`src/verilog/ExecPkg.sv`:
```
package ExecPkg;

    // *************************************************************************
    // Widths
    // *************************************************************************

    localparam int DataWidth = 32;
    localparam int SqnWidth = 7;
    localparam int TagWidth = 6;

    localparam int DivSteps = DataWidth; // One quotient bit per step
    localparam int StepCntWidth = $clog2(DivSteps);
    localparam logic [StepCntWidth-1:0] LastStep = StepCntWidth'(DivSteps - 1);

    // *************************************************************************
    // Opcodes
    // *************************************************************************

    typedef enum logic [3:0] {
        opAdd,
        opSub,
        opAnd,
        opOr,
        opXor,
        opSll,
        opSrl,
        opSlt,
        opSltu,
        opDivu,
        opRemu
    } Opcode;

    function automatic logic isDivOp(input Opcode op);
        return (op == opDivu) || (op == opRemu);
    endfunction

    // True when a is strictly younger than b, modulo the sequence space
    function automatic logic isYounger(
        input logic [SqnWidth-1:0] a,
        input logic [SqnWidth-1:0] b
    );
        logic [SqnWidth-1:0] diff;
        diff = a - b;
        return (diff != '0) && !diff[SqnWidth-1]; // Positive signed difference
    endfunction

endpackage

```
`src/verilog/Divider.sv`:
```
`timescale 1ns/100ps

module Divider
    import ExecPkg::*;
(
    input  logic                 clk,
    input  logic                 rst,

    input  logic                 opValid,
    input  Opcode                opOp,
    input  logic [SqnWidth-1:0]  opSqn,
    input  logic [TagWidth-1:0]  opTag,
    input  logic [DataWidth-1:0] opA,
    input  logic [DataWidth-1:0] opB,

    input  logic                 wbFree,
    input  logic                 flushValid,
    input  logic [SqnWidth-1:0]  flushSqn,

    output logic                 divBusy,
    output logic                 divValid,
    output logic [TagWidth-1:0]  divTag,
    output logic [DataWidth-1:0] divResult
);

    typedef enum logic [1:0] {
        stIdle,
        stRun,
        stDone
    } DivState;

    DivState                 state;
    logic [StepCntWidth-1:0] stepCnt;

    logic [DataWidth-1:0]    divisor;
    logic [DataWidth-1:0]    quo;       // Dividend shifts out, quotient shifts in
    logic [DataWidth-1:0]    rem;
    logic                    wantRem;
    logic [SqnWidth-1:0]     sqn;

    logic                    accept;
    logic                    kill;
    logic [DataWidth+1:0]    trial;
    logic [DataWidth-1:0]    quoNext;
    logic [DataWidth-1:0]    remNext;

    assign accept = opValid && isDivOp(opOp) && (state == stIdle) &&
                    !(flushValid && isYounger(opSqn, flushSqn));
    assign kill   = flushValid && isYounger(sqn, flushSqn);

    // *************************************************************************
    // Restoring step
    // *************************************************************************

    // Extra top bit keeps a zero divisor from looking negative, so it yields
    // all ones and the dividend as remainder
    always_comb begin
        trial = {1'b0, rem, quo[DataWidth-1]} - {2'b00, divisor};
        if (!trial[DataWidth+1]) begin
            remNext = trial[DataWidth-1:0];
            quoNext = {quo[DataWidth-2:0], 1'b1};
        end else begin
            remNext = {rem[DataWidth-2:0], quo[DataWidth-1]};
            quoNext = {quo[DataWidth-2:0], 1'b0};
        end
    end

    always_ff @(posedge clk) begin
        if (rst) begin
            state   <= stIdle;
            stepCnt <= '0;
        end else begin
            case (state)
                stIdle: begin
                    if (accept) begin
                        state   <= stRun;
                        stepCnt <= '0;
                    end
                end
                stRun: begin
                    if (kill) begin
                        state <= stIdle;
                    end else begin
                        stepCnt <= stepCnt + 1'b1;
                        if (stepCnt == LastStep) state <= stDone;
                    end
                end
                stDone: begin
                    if (wbFree || kill) state <= stIdle; // Writeback beats the flush
                end
                default: state <= stIdle;
            endcase
        end
    end

    always_ff @(posedge clk) begin
        if (accept) begin
            divisor <= opB;
            quo     <= opA;
            rem     <= '0;
            wantRem <= (opOp == opRemu);
            sqn     <= opSqn;
            divTag  <= opTag;
        end else if (state == stRun) begin
            quo <= quoNext;
            rem <= remNext;
        end
    end

    assign divBusy   = (state != stIdle);
    assign divValid  = (state == stDone);
    assign divResult = wantRem ? rem : quo;

endmodule

```
`src/verilog/ExecPort.sv`:
```
`timescale 1ns/100ps

module ExecPort
    import ExecPkg::*;
(
    input  logic                 clk,
    input  logic                 rst,

    input  logic                 issueValid,
    input  Opcode                issueOp,
    input  logic [SqnWidth-1:0]  issueSqn,
    input  logic [TagWidth-1:0]  issueTag,
    input  logic [DataWidth-1:0] srcA,
    input  logic [DataWidth-1:0] srcB,

    input  logic                 flushValid,
    input  logic [SqnWidth-1:0]  flushSqn,

    output logic                 divStall,
    output logic                 wbValid,
    output logic [TagWidth-1:0]  wbTag,
    output logic [DataWidth-1:0] wbResult
);

    logic                 opValid;
    Opcode                opOp;
    logic [SqnWidth-1:0]  opSqn;
    logic [TagWidth-1:0]  opTag;
    logic [DataWidth-1:0] opA;
    logic [DataWidth-1:0] opB;

    logic                 aluValid;
    logic [TagWidth-1:0]  aluTag;
    logic [DataWidth-1:0] aluResult;

    logic                 divBusy;
    logic                 divValid;
    logic [TagWidth-1:0]  divTag;
    logic [DataWidth-1:0] divResult;

    OperandStage i_OperandStage (
        .clk(clk), .rst(rst),
        .issueValid(issueValid), .issueOp(issueOp), .issueSqn(issueSqn),
        .issueTag(issueTag), .srcA(srcA), .srcB(srcB),
        .flushValid(flushValid), .flushSqn(flushSqn),
        .opValid(opValid), .opOp(opOp), .opSqn(opSqn),
        .opTag(opTag), .opA(opA), .opB(opB)
    );

    IntAlu i_IntAlu (
        .clk(clk), .rst(rst),
        .opValid(opValid), .opOp(opOp), .opSqn(opSqn),
        .opTag(opTag), .opA(opA), .opB(opB),
        .flushValid(flushValid), .flushSqn(flushSqn),
        .aluValid(aluValid), .aluTag(aluTag), .aluResult(aluResult)
    );

    Divider i_Divider (
        .clk(clk), .rst(rst),
        .opValid(opValid), .opOp(opOp), .opSqn(opSqn),
        .opTag(opTag), .opA(opA), .opB(opB),
        .wbFree(!aluValid), // ALU owns the slot whenever it has a result
        .flushValid(flushValid), .flushSqn(flushSqn),
        .divBusy(divBusy), .divValid(divValid), .divTag(divTag), .divResult(divResult)
    );

    // *************************************************************************
    // Shared writeback slot and divide hold-off
    // *************************************************************************

    assign wbValid  = aluValid || divValid;
    assign wbTag    = aluValid ? aluTag : divTag;
    assign wbResult = aluValid ? aluResult : divResult;

    assign divStall = divBusy || (opValid && isDivOp(opOp)); // Covers the stage gap

endmodule

```
`src/verilog/IntAlu.sv`:
```
`timescale 1ns/100ps

module IntAlu
    import ExecPkg::*;
(
    input  logic                 clk,
    input  logic                 rst,

    input  logic                 opValid,
    input  Opcode                opOp,
    input  logic [SqnWidth-1:0]  opSqn,
    input  logic [TagWidth-1:0]  opTag,
    input  logic [DataWidth-1:0] opA,
    input  logic [DataWidth-1:0] opB,

    input  logic                 flushValid,
    input  logic [SqnWidth-1:0]  flushSqn,

    output logic                 aluValid,
    output logic [TagWidth-1:0]  aluTag,
    output logic [DataWidth-1:0] aluResult
);

    logic                 accept;
    logic                 kill;
    logic [DataWidth-1:0] result;
    logic [4:0]           shamt;

    assign shamt  = opB[4:0];
    assign kill   = flushValid && isYounger(opSqn, flushSqn);
    assign accept = opValid && !isDivOp(opOp) && !kill;

    always_comb begin
        case (opOp)
            opAdd:   result = opA + opB;
            opSub:   result = opA - opB;
            opAnd:   result = opA & opB;
            opOr:    result = opA | opB;
            opXor:   result = opA ^ opB;
            opSll:   result = opA << shamt;
            opSrl:   result = opA >> shamt;
            opSlt:   result = DataWidth'($signed(opA) < $signed(opB));
            opSltu:  result = DataWidth'(opA < opB);
            default: result = '0; // Divides belong to the divider
        endcase
    end

    always_ff @(posedge clk) begin
        if (rst) begin
            aluValid <= 1'b0;
        end else begin
            aluValid <= accept;
        end
    end

    always_ff @(posedge clk) begin
        if (accept) begin
            aluTag    <= opTag;
            aluResult <= result;
        end
    end

endmodule

```
`src/verilog/OperandStage.sv`:
```
`timescale 1ns/100ps

module OperandStage
    import ExecPkg::*;
(
    input  logic                 clk,
    input  logic                 rst,

    input  logic                 issueValid,
    input  Opcode                issueOp,
    input  logic [SqnWidth-1:0]  issueSqn,
    input  logic [TagWidth-1:0]  issueTag,
    input  logic [DataWidth-1:0] srcA,
    input  logic [DataWidth-1:0] srcB,

    input  logic                 flushValid,
    input  logic [SqnWidth-1:0]  flushSqn,

    output logic                 opValid,
    output Opcode                opOp,
    output logic [SqnWidth-1:0]  opSqn,
    output logic [TagWidth-1:0]  opTag,
    output logic [DataWidth-1:0] opA,
    output logic [DataWidth-1:0] opB
);

    logic issueKill;

    // An op issued under a flush that it is younger than never enters.
    // A held op always leaves at the edge, so the units drop it there
    assign issueKill = flushValid && isYounger(issueSqn, flushSqn);

    always_ff @(posedge clk) begin
        if (rst) begin
            opValid <= 1'b0;
        end else begin
            opValid <= issueValid && !issueKill;
        end
    end

    always_ff @(posedge clk) begin
        if (issueValid) begin
            opOp  <= issueOp;
            opSqn <= issueSqn;
            opTag <= issueTag;
            opA   <= srcA;
            opB   <= srcB;
        end
    end

endmodule
```
`config.mk`:
```
export PLATFORM = sky130hd
export DESIGN_NAME = ExecPort
export DESIGN_NICKNAME = d
export VERILOG_FILES = /design/src/verilog/ExecPkg.sv /design/src/verilog/Divider.sv /design/src/verilog/ExecPort.sv /design/src/verilog/IntAlu.sv /design/src/verilog/OperandStage.sv
export SDC_FILE = /design/constraint.sdc
export NUM_CORES = 1
export LEC_CHECK = 0
export ABC_CLOCK_PERIOD_IN_PS = 7800
export BUFFER_PORTS_ARGS = -buffer_cell sky130_fd_sc_hd__buf_4
export CORE_MARGIN = 4
export CORE_UTILIZATION = 60
export DETAILED_ROUTE_END_ITERATION = 16
export PLACE_DENSITY = 0.91
export SYNTH_ARGS = -nofsm -noshare
export SYNTH_HDL_FRONTEND = slang
export SYNTH_SLANG_ARGS = --single-unit
```
`constraint.sdc`:
```
create_clock -name clk -period 7.8 [get_ports clk]
set_input_delay 0.39 -clock clk [delete_from_list [all_inputs] [get_ports clk]]
set_output_delay 0.39 -clock clk [all_outputs]
set_load 0.01 [all_outputs]
```
# Yosys cells after proc, flatten, opt, wreduce, memory -nomap -nowiden
# Index checks and enable logic that the tools add are counted.
[word_totals]
regBits = 238
latch_bits = 0
ram_bits = 0
romBits = 0
in_bits = 92
word_cells = 97
n_memories = 0
[classes]
n_addsub = 7
mul = 0
n_div = 0
n_lt_le_gt_ge = 2
n_eq_ne = 17
shift = 2
muxes = 16
bitwise_logic = 3
reduce_logical = 33
[ops]
columns = ["op", "count"]
rows = [
  ["32-bit case mux with 9 select lines", 1],
  ["32-bit two-way mux", 5],
  ["32-bit < comparator", 2],
  ["33-bit by 32-bit subtractor with 34-bit output", 1],
  ["32-bit adder", 1],
  ["32-bit bitwise AND", 1],
  ["32-bit OR", 1],
  ["32-bit by 5-bit left shift with 32-bit output", 1],
  ["32-bit by 5-bit right shift with 32-bit output", 1],
  ["32-bit subtractor", 1],
  ["32-bit bitwise XOR", 1],
  ["7-bit nonzero test", 3],
  ["7-bit subtractor", 3],
  ["4-bit by 3-bit equality test with 1-bit output, second input constant", 4],
  ["4-bit equality test, second input constant", 3],
  ["1-bit logical AND", 12],
  ["5-bit two-way mux", 2],
  ["5-bit case mux with 2 select lines", 1],
  ["4-bit by 2-bit equality test with 1-bit output, second input constant", 2],
  ["2-bit two-way mux", 4],
  ["1-bit zero test", 7],
  ["6-bit two-way mux", 1],
  ["2-bit case mux with 3 select lines", 1],
  ["3-bit AND reduction", 2],
  ["13 further kinds", 19],
]

# Logic depth before layout (Yosys ltp)
[depth]
ltp_word = 8
depth_mapped = 15

# By module
# A second synthesis with hierarchy kept.
[unflattened]
cells_unflattened = 2164
hier_area_um2 = 20384.6
[modules_own_cells]
columns = ["mod", "n_inst", "cells_per_inst", "area_per_inst_um2", "seq_area_each_um2"]
rows = [
  ["IntAlu", 1, 1335, 10119.7, 1161.1],
  ["Divider", 1, 664, 7045.5, 3123.0],
  ["OperandStage", 1, 118, 2713.9, 2452.4],
  ["ExecPort", 1, 47, 505.5, 0.0],
]

# Worst setup path before layout
# OpenSTA, ideal clock, no wires.
[synth_path]
path_kind = "register -> register"
from = "register i_OperandStage.opB[2]"
to = "register i_IntAlu.aluResult[30] (data pin)"
setup_time_ps = 261
arrival_time_ps = 3884
required_time_ps = 7539
path_slack_ps = 3655
path_stages_with_launch = 16
n_path_buf = 4
synth_period_minus_slack_ps = 4145
cell_sequence = "edfxtp_1 inv_1 buf_2 buf_1 clkbuf_1 ha_1 buf_2 a211o_1 a2111oi_2 nor3_1 o211ai_1 a21oi_1 nor3b_1 o21ai_0 xnor2_1 a221o_1"
[synth_between]
elab_chain_len = 2
[synth_rtl]
columns = ["element", "line_no", "text"]
rows = [
  ["start: declaration", "OperandStage.sv:24", "output logic [DataWidth-1:0] opB"],
  ["start signal: assignment", "OperandStage.sv:47", "opB <= srcB;"],
  ["32-bit subtractor, or another cell as far along", "IntAlu.sv:36", "opSub: result = opA - opB;"],
  ["32-bit case mux with 9 select lines (*)", "IntAlu.sv:34", "case (opOp)"],
  ["net i_IntAlu.result[30]", "IntAlu.sv:26", "logic [DataWidth-1:0] result;"],
  ["end signal: assignment", "IntAlu.sv:59", "aluResult <= result;"],
  ["end: declaration", "IntAlu.sv:21", "output logic [DataWidth-1:0] aluResult"],
]
# Mark *: on every way through the listed nets, which the timed path passes. The rest lies on a longest branch.
# A chain may end at the register's enable or synchronous reset.

# Final worst setup path
# Same ends and word-level chain as after synthesis.

==> flow_metrics.env <==
export IMPL_synth_top_cell_area_share=0.310
export IMPL_cp_data_arrival_time_ps=4950
export IMPL_rsz0062_at_grt="false"
export IMPL_grt_pass1_wl_um=106000
export IMPL_final_setup_tns_ps=0
export IMPL_synth_area_mm2=0.0191
export IMPL_end_kind="flop"
export IMPL_worst_path_most_repeated_cell="buf_4"
export IMPL_synth_area_per_cell_um2=8.79
export IMPL_layout_drive_gt1_share=0.117
export IMPL_wl_per_cell_um=25.3
export IMPL_drcViolationCount=0
export IMPL_die_y_um=186
export IMPL_post_route_period_util=0.589
export IMPL_multi_input_area_mm2=0.0113
export IMPL_h_tree_depth=1
export IMPL_ys_top_cells_by_count="nand2_1, o21ai_0, nor2_1"
export IMPL_fin_ws_ps=3200
export IMPL_cts_tree="built"
export IMPL_vias_per_cell=6.83
export IMPL_min_delay_path_depth=2
export IMPL_regArea_mm2=0.00674
export IMPL_ys_ff_latch=238
export IMPL_area_delta_synth_final_pct=15.3
export IMPL_vias=18699
export IMPL_clk_latency_ps=600
export IMPL_hold_end="i_OperandStage.opValid$_SDFF_PP0_"
export IMPL_clock_sinks=238
export IMPL_die_area_mm2=0.0347
export IMPL_rows=65
export IMPL_met2_usage=0.594
export IMPL_ctsResizeCount=0
export IMPL_drtAntennaViolNets=0
export IMPL_yosysMostFrequentCell="nand2_1"
export IMPL_grtUsageMet3=0.0963
export IMPL_critPathSlowestCell="buf_4"
export IMPL_critical_path_peak_fanout=67
export IMPL_critPathKind="flop to flop"
export IMPL_grt_pass1_vias=17931
export IMPL_hold_class="input pin to flop"
export IMPL_core_area_mm2=0.0315
export IMPL_nFillCells=2364
export IMPL_ys_seq_area_frac=0.353
export IMPL_max_cap_violations=0
export IMPL_clk_path_buf_depth=3
export IMPL_gr_total_overflow=0
export IMPL_slew_viol_final=0
export IMPL_synth_top_flop_cell="edfxtp_1"
export IMPL_grt_max_degree=86
export IMPL_cp_required_ps=8150
export IMPL_setup_violations=0
export IMPL_finClkSkew_ps=38.0
export IMPL_ir_drop_mv=0.201
export IMPL_hold_ws_ps=75.5
export IMPL_cellLeakagePower_nw=9.14
export IMPL_use_met1=0.533
export IMPL_hp_start="flushValid"
export IMPL_synth_enable_flop_cells=197
export IMPL_r2r_start="i_OperandStage.opB[2]$_DFFE_PP_"
export IMPL_synth_cell_type_count=88
export IMPL_synth_largest_area_cell="edfxtp_1"
export IMPL_diodes=0
export IMPL_drt_pass1_iterations=6
export IMPL_slowest_delay_ps=520
export IMPL_antenna_found_initial=1
export IMPL_cts_buffers=27
export IMPL_start_util=0.607
export IMPL_power_density_mw_per_mm2=237
export IMPL_rr_worst_depth=13
export IMPL_cts_clk_slew_worst_paths_ps=60
export IMPL_top_usage_layer="met2"
export IMPL_drtIter0Drc=3030
export IMPL_async_flop_share=0
export IMPL_min_period_ps=4600
export IMPL_final_nets=2557
export IMPL_worst_pin_slew_ps=1230
export IMPL_fmax_mhz=218
export IMPL_yosys_warnings=0
export IMPL_syn_nets=2416
export IMPL_die_w_um=186
export IMPL_syn_inst=2172
export IMPL_worstSetupStartpointType="flop"
export IMPL_timing_rr_end="i_IntAlu.aluResult[30]$_DFFE_PP_"
export IMPL_finalPower_w=0.00522
export IMPL_r2r_slack_ps=3200
export IMPL_slew_headroom=0.178
export IMPL_synthTopCellsByArea="edfxtp_1, ha_1, o21ai_0"
export IMPL_cts_setup_buffers=0
export IMPL_ioPinCount=132
export IMPL_status="finished clean"
export IMPL_root_buffer="clkbuf_16"
export IMPL_routabilityCongestion=1.10
export IMPL_hold_violations=0
export IMPL_dp_hpwl_um=50500
export IMPL_numPortBuffers=131
export IMPL_track_usage=0.384
export IMPL_dp_slack_ps=3340
export IMPL_finalWirelength_um=69200
export IMPL_path_cells="buf_4 -> inv_1 -> buf_4 -> ha_1 -> a211o_1 -> a2111oi_2 -> nor3_1 -> o211ai_1 -> a21oi_1 -> nor3b_1 -> o21ai_0 -> xnor2_1 -> a221o_1"
==> stage by stage <==
step                      area [µm²]  instances   util
final                          22000       2736  0.699
after global routing           22000       2736  0.699
after CTS                      22000       2736  0.699
after detailed placement       20300       2605  0.645
after global placement         20300       2605  0.645
after floorplan                19100       2172      -
==> cells in the final DEF, fill, tap and decap left out, types with 21 or more instances in the layout <==
cell type / count
a211oi_1: 27
a21o_1: 22
a21oi_1: 158
a221oi_1: 27
buf_4: 157
clkbuf_16: 27
dfxtp_1: 40
dlygate4sd3_1: 81
edfxtp_1: 197
ha_1: 149
inv_1: 147
mux2i_1: 74
mux4_2: 34
nand2_1: 215
nand2b_1: 21
nand3_1: 35
nor2_1: 206
nor3_1: 52
o21ai_0: 212
xnor2_1: 30
==> layout make-up <==
| cell class | count | share of cell area |
|---|---|---|
| clock buffer | 31 | 0.0323 |
| timing repair buffer | 238 | 0.0904 |
| tap | 402 | 0.0229 |
| inverter | 153 | 0.0261 |
| clock inverter | 19 | 0.00892 |
| multi-input combinational | 1655 | 0.513 |
| sequential | 238 | 0.306 |
==> registers in the layout, summed over array words and instances (netlist names), 6 cells and up <==
signal and flops:
i_OperandStage.opB 32, i_OperandStage.opTag 6, i_Divider.divTag 6, i_Divider.divisor 32, i_OperandStage.opSqn 7, i_IntAlu.aluResult 32
i_IntAlu.aluTag 6, i_OperandStage.opA 32, i_Divider.rem 32, i_Divider.quo 32, i_Divider.sqn 7
==> report_power, final <==
part | switching (W) | total (W) | internal [W]
clock network | 0.000574 | 0.00133 | 0.000758
registers | 0.000200 | 0.00174 | 0.00154
logic | 0.00130 | 0.00214 | 0.000845
total | 0.00207 | 0.00522 | 0.00315
==> kinds of logic after synthesis <==
family / after synthesis / share of synthesized area
multiplexers: 115 / 0.0830
AND/OR/NAND/NOR: 657 / 0.156
flip-flops: 238 / 0.353
buffers and inverters: 279 / 0.0566
AO/OA/AOI/OAI: 681 / 0.227
adder cells (fa/ha/maj): 152 / 0.101
XOR/XNOR: 50 / 0.0229
==> how the worst max path moves through the flow <==
stage	slack [ps]	startpoint	end	depth (start not counted)
6_report	3200	i_OperandStage.opB[2]$_DFFE_PP_	i_IntAlu.aluResult[30]$_DFFE_PP_	13
5_1_grt	2980	i_OperandStage.opB[2]$_DFFE_PP_	i_IntAlu.aluResult[30]$_DFFE_PP_	13
4_1_cts	3320	i_OperandStage.opB[2]$_DFFE_PP_	i_IntAlu.aluResult[30]$_DFFE_PP_	13
3_5_place_dp	3340	i_OperandStage.opB[2]$_DFFE_PP_	i_IntAlu.aluResult[30]$_DFFE_PP_	13
3_3_place_gp	3440	i_OperandStage.opB[2]$_DFFE_PP_	i_IntAlu.aluResult[30]$_DFFE_PP_	13
2_1_floorplan	3660	i_OperandStage.opB[2]$_DFFE_PP_	i_IntAlu.aluResult[30]$_DFFE_PP_	15
==> timing repair <==
item                                   CTS  global route
hold buffers                            81             0
endpoints found under the hold margin   81             0
setup endpoints to repair                0             0
==> per-layer routing <==
layer | vias to the layer above | wire length (µm) | share of wire
met5 | - | 0 | 0
met4 | 0 | 2930 | 0.042
met3 | 218 | 8790 | 0.13
met2 | 1283 | 30500 | 0.44
met1 | 8902 | 27000 | 0.39
li1 | 8296 | - | -
==> critical path, delay by kind of cell (launching register included) <==
kind                     cells  cell delay (ps)
AO/OA/AOI/OAI                6             1930
buffers and inverters        3              920
AND/OR/NAND/NOR              2              540
adder cells (fa/ha/maj)      1              470
flip-flops                   1              320
XOR/XNOR                     1              150
Note: power is estimated with default switching activity, not from simulation.
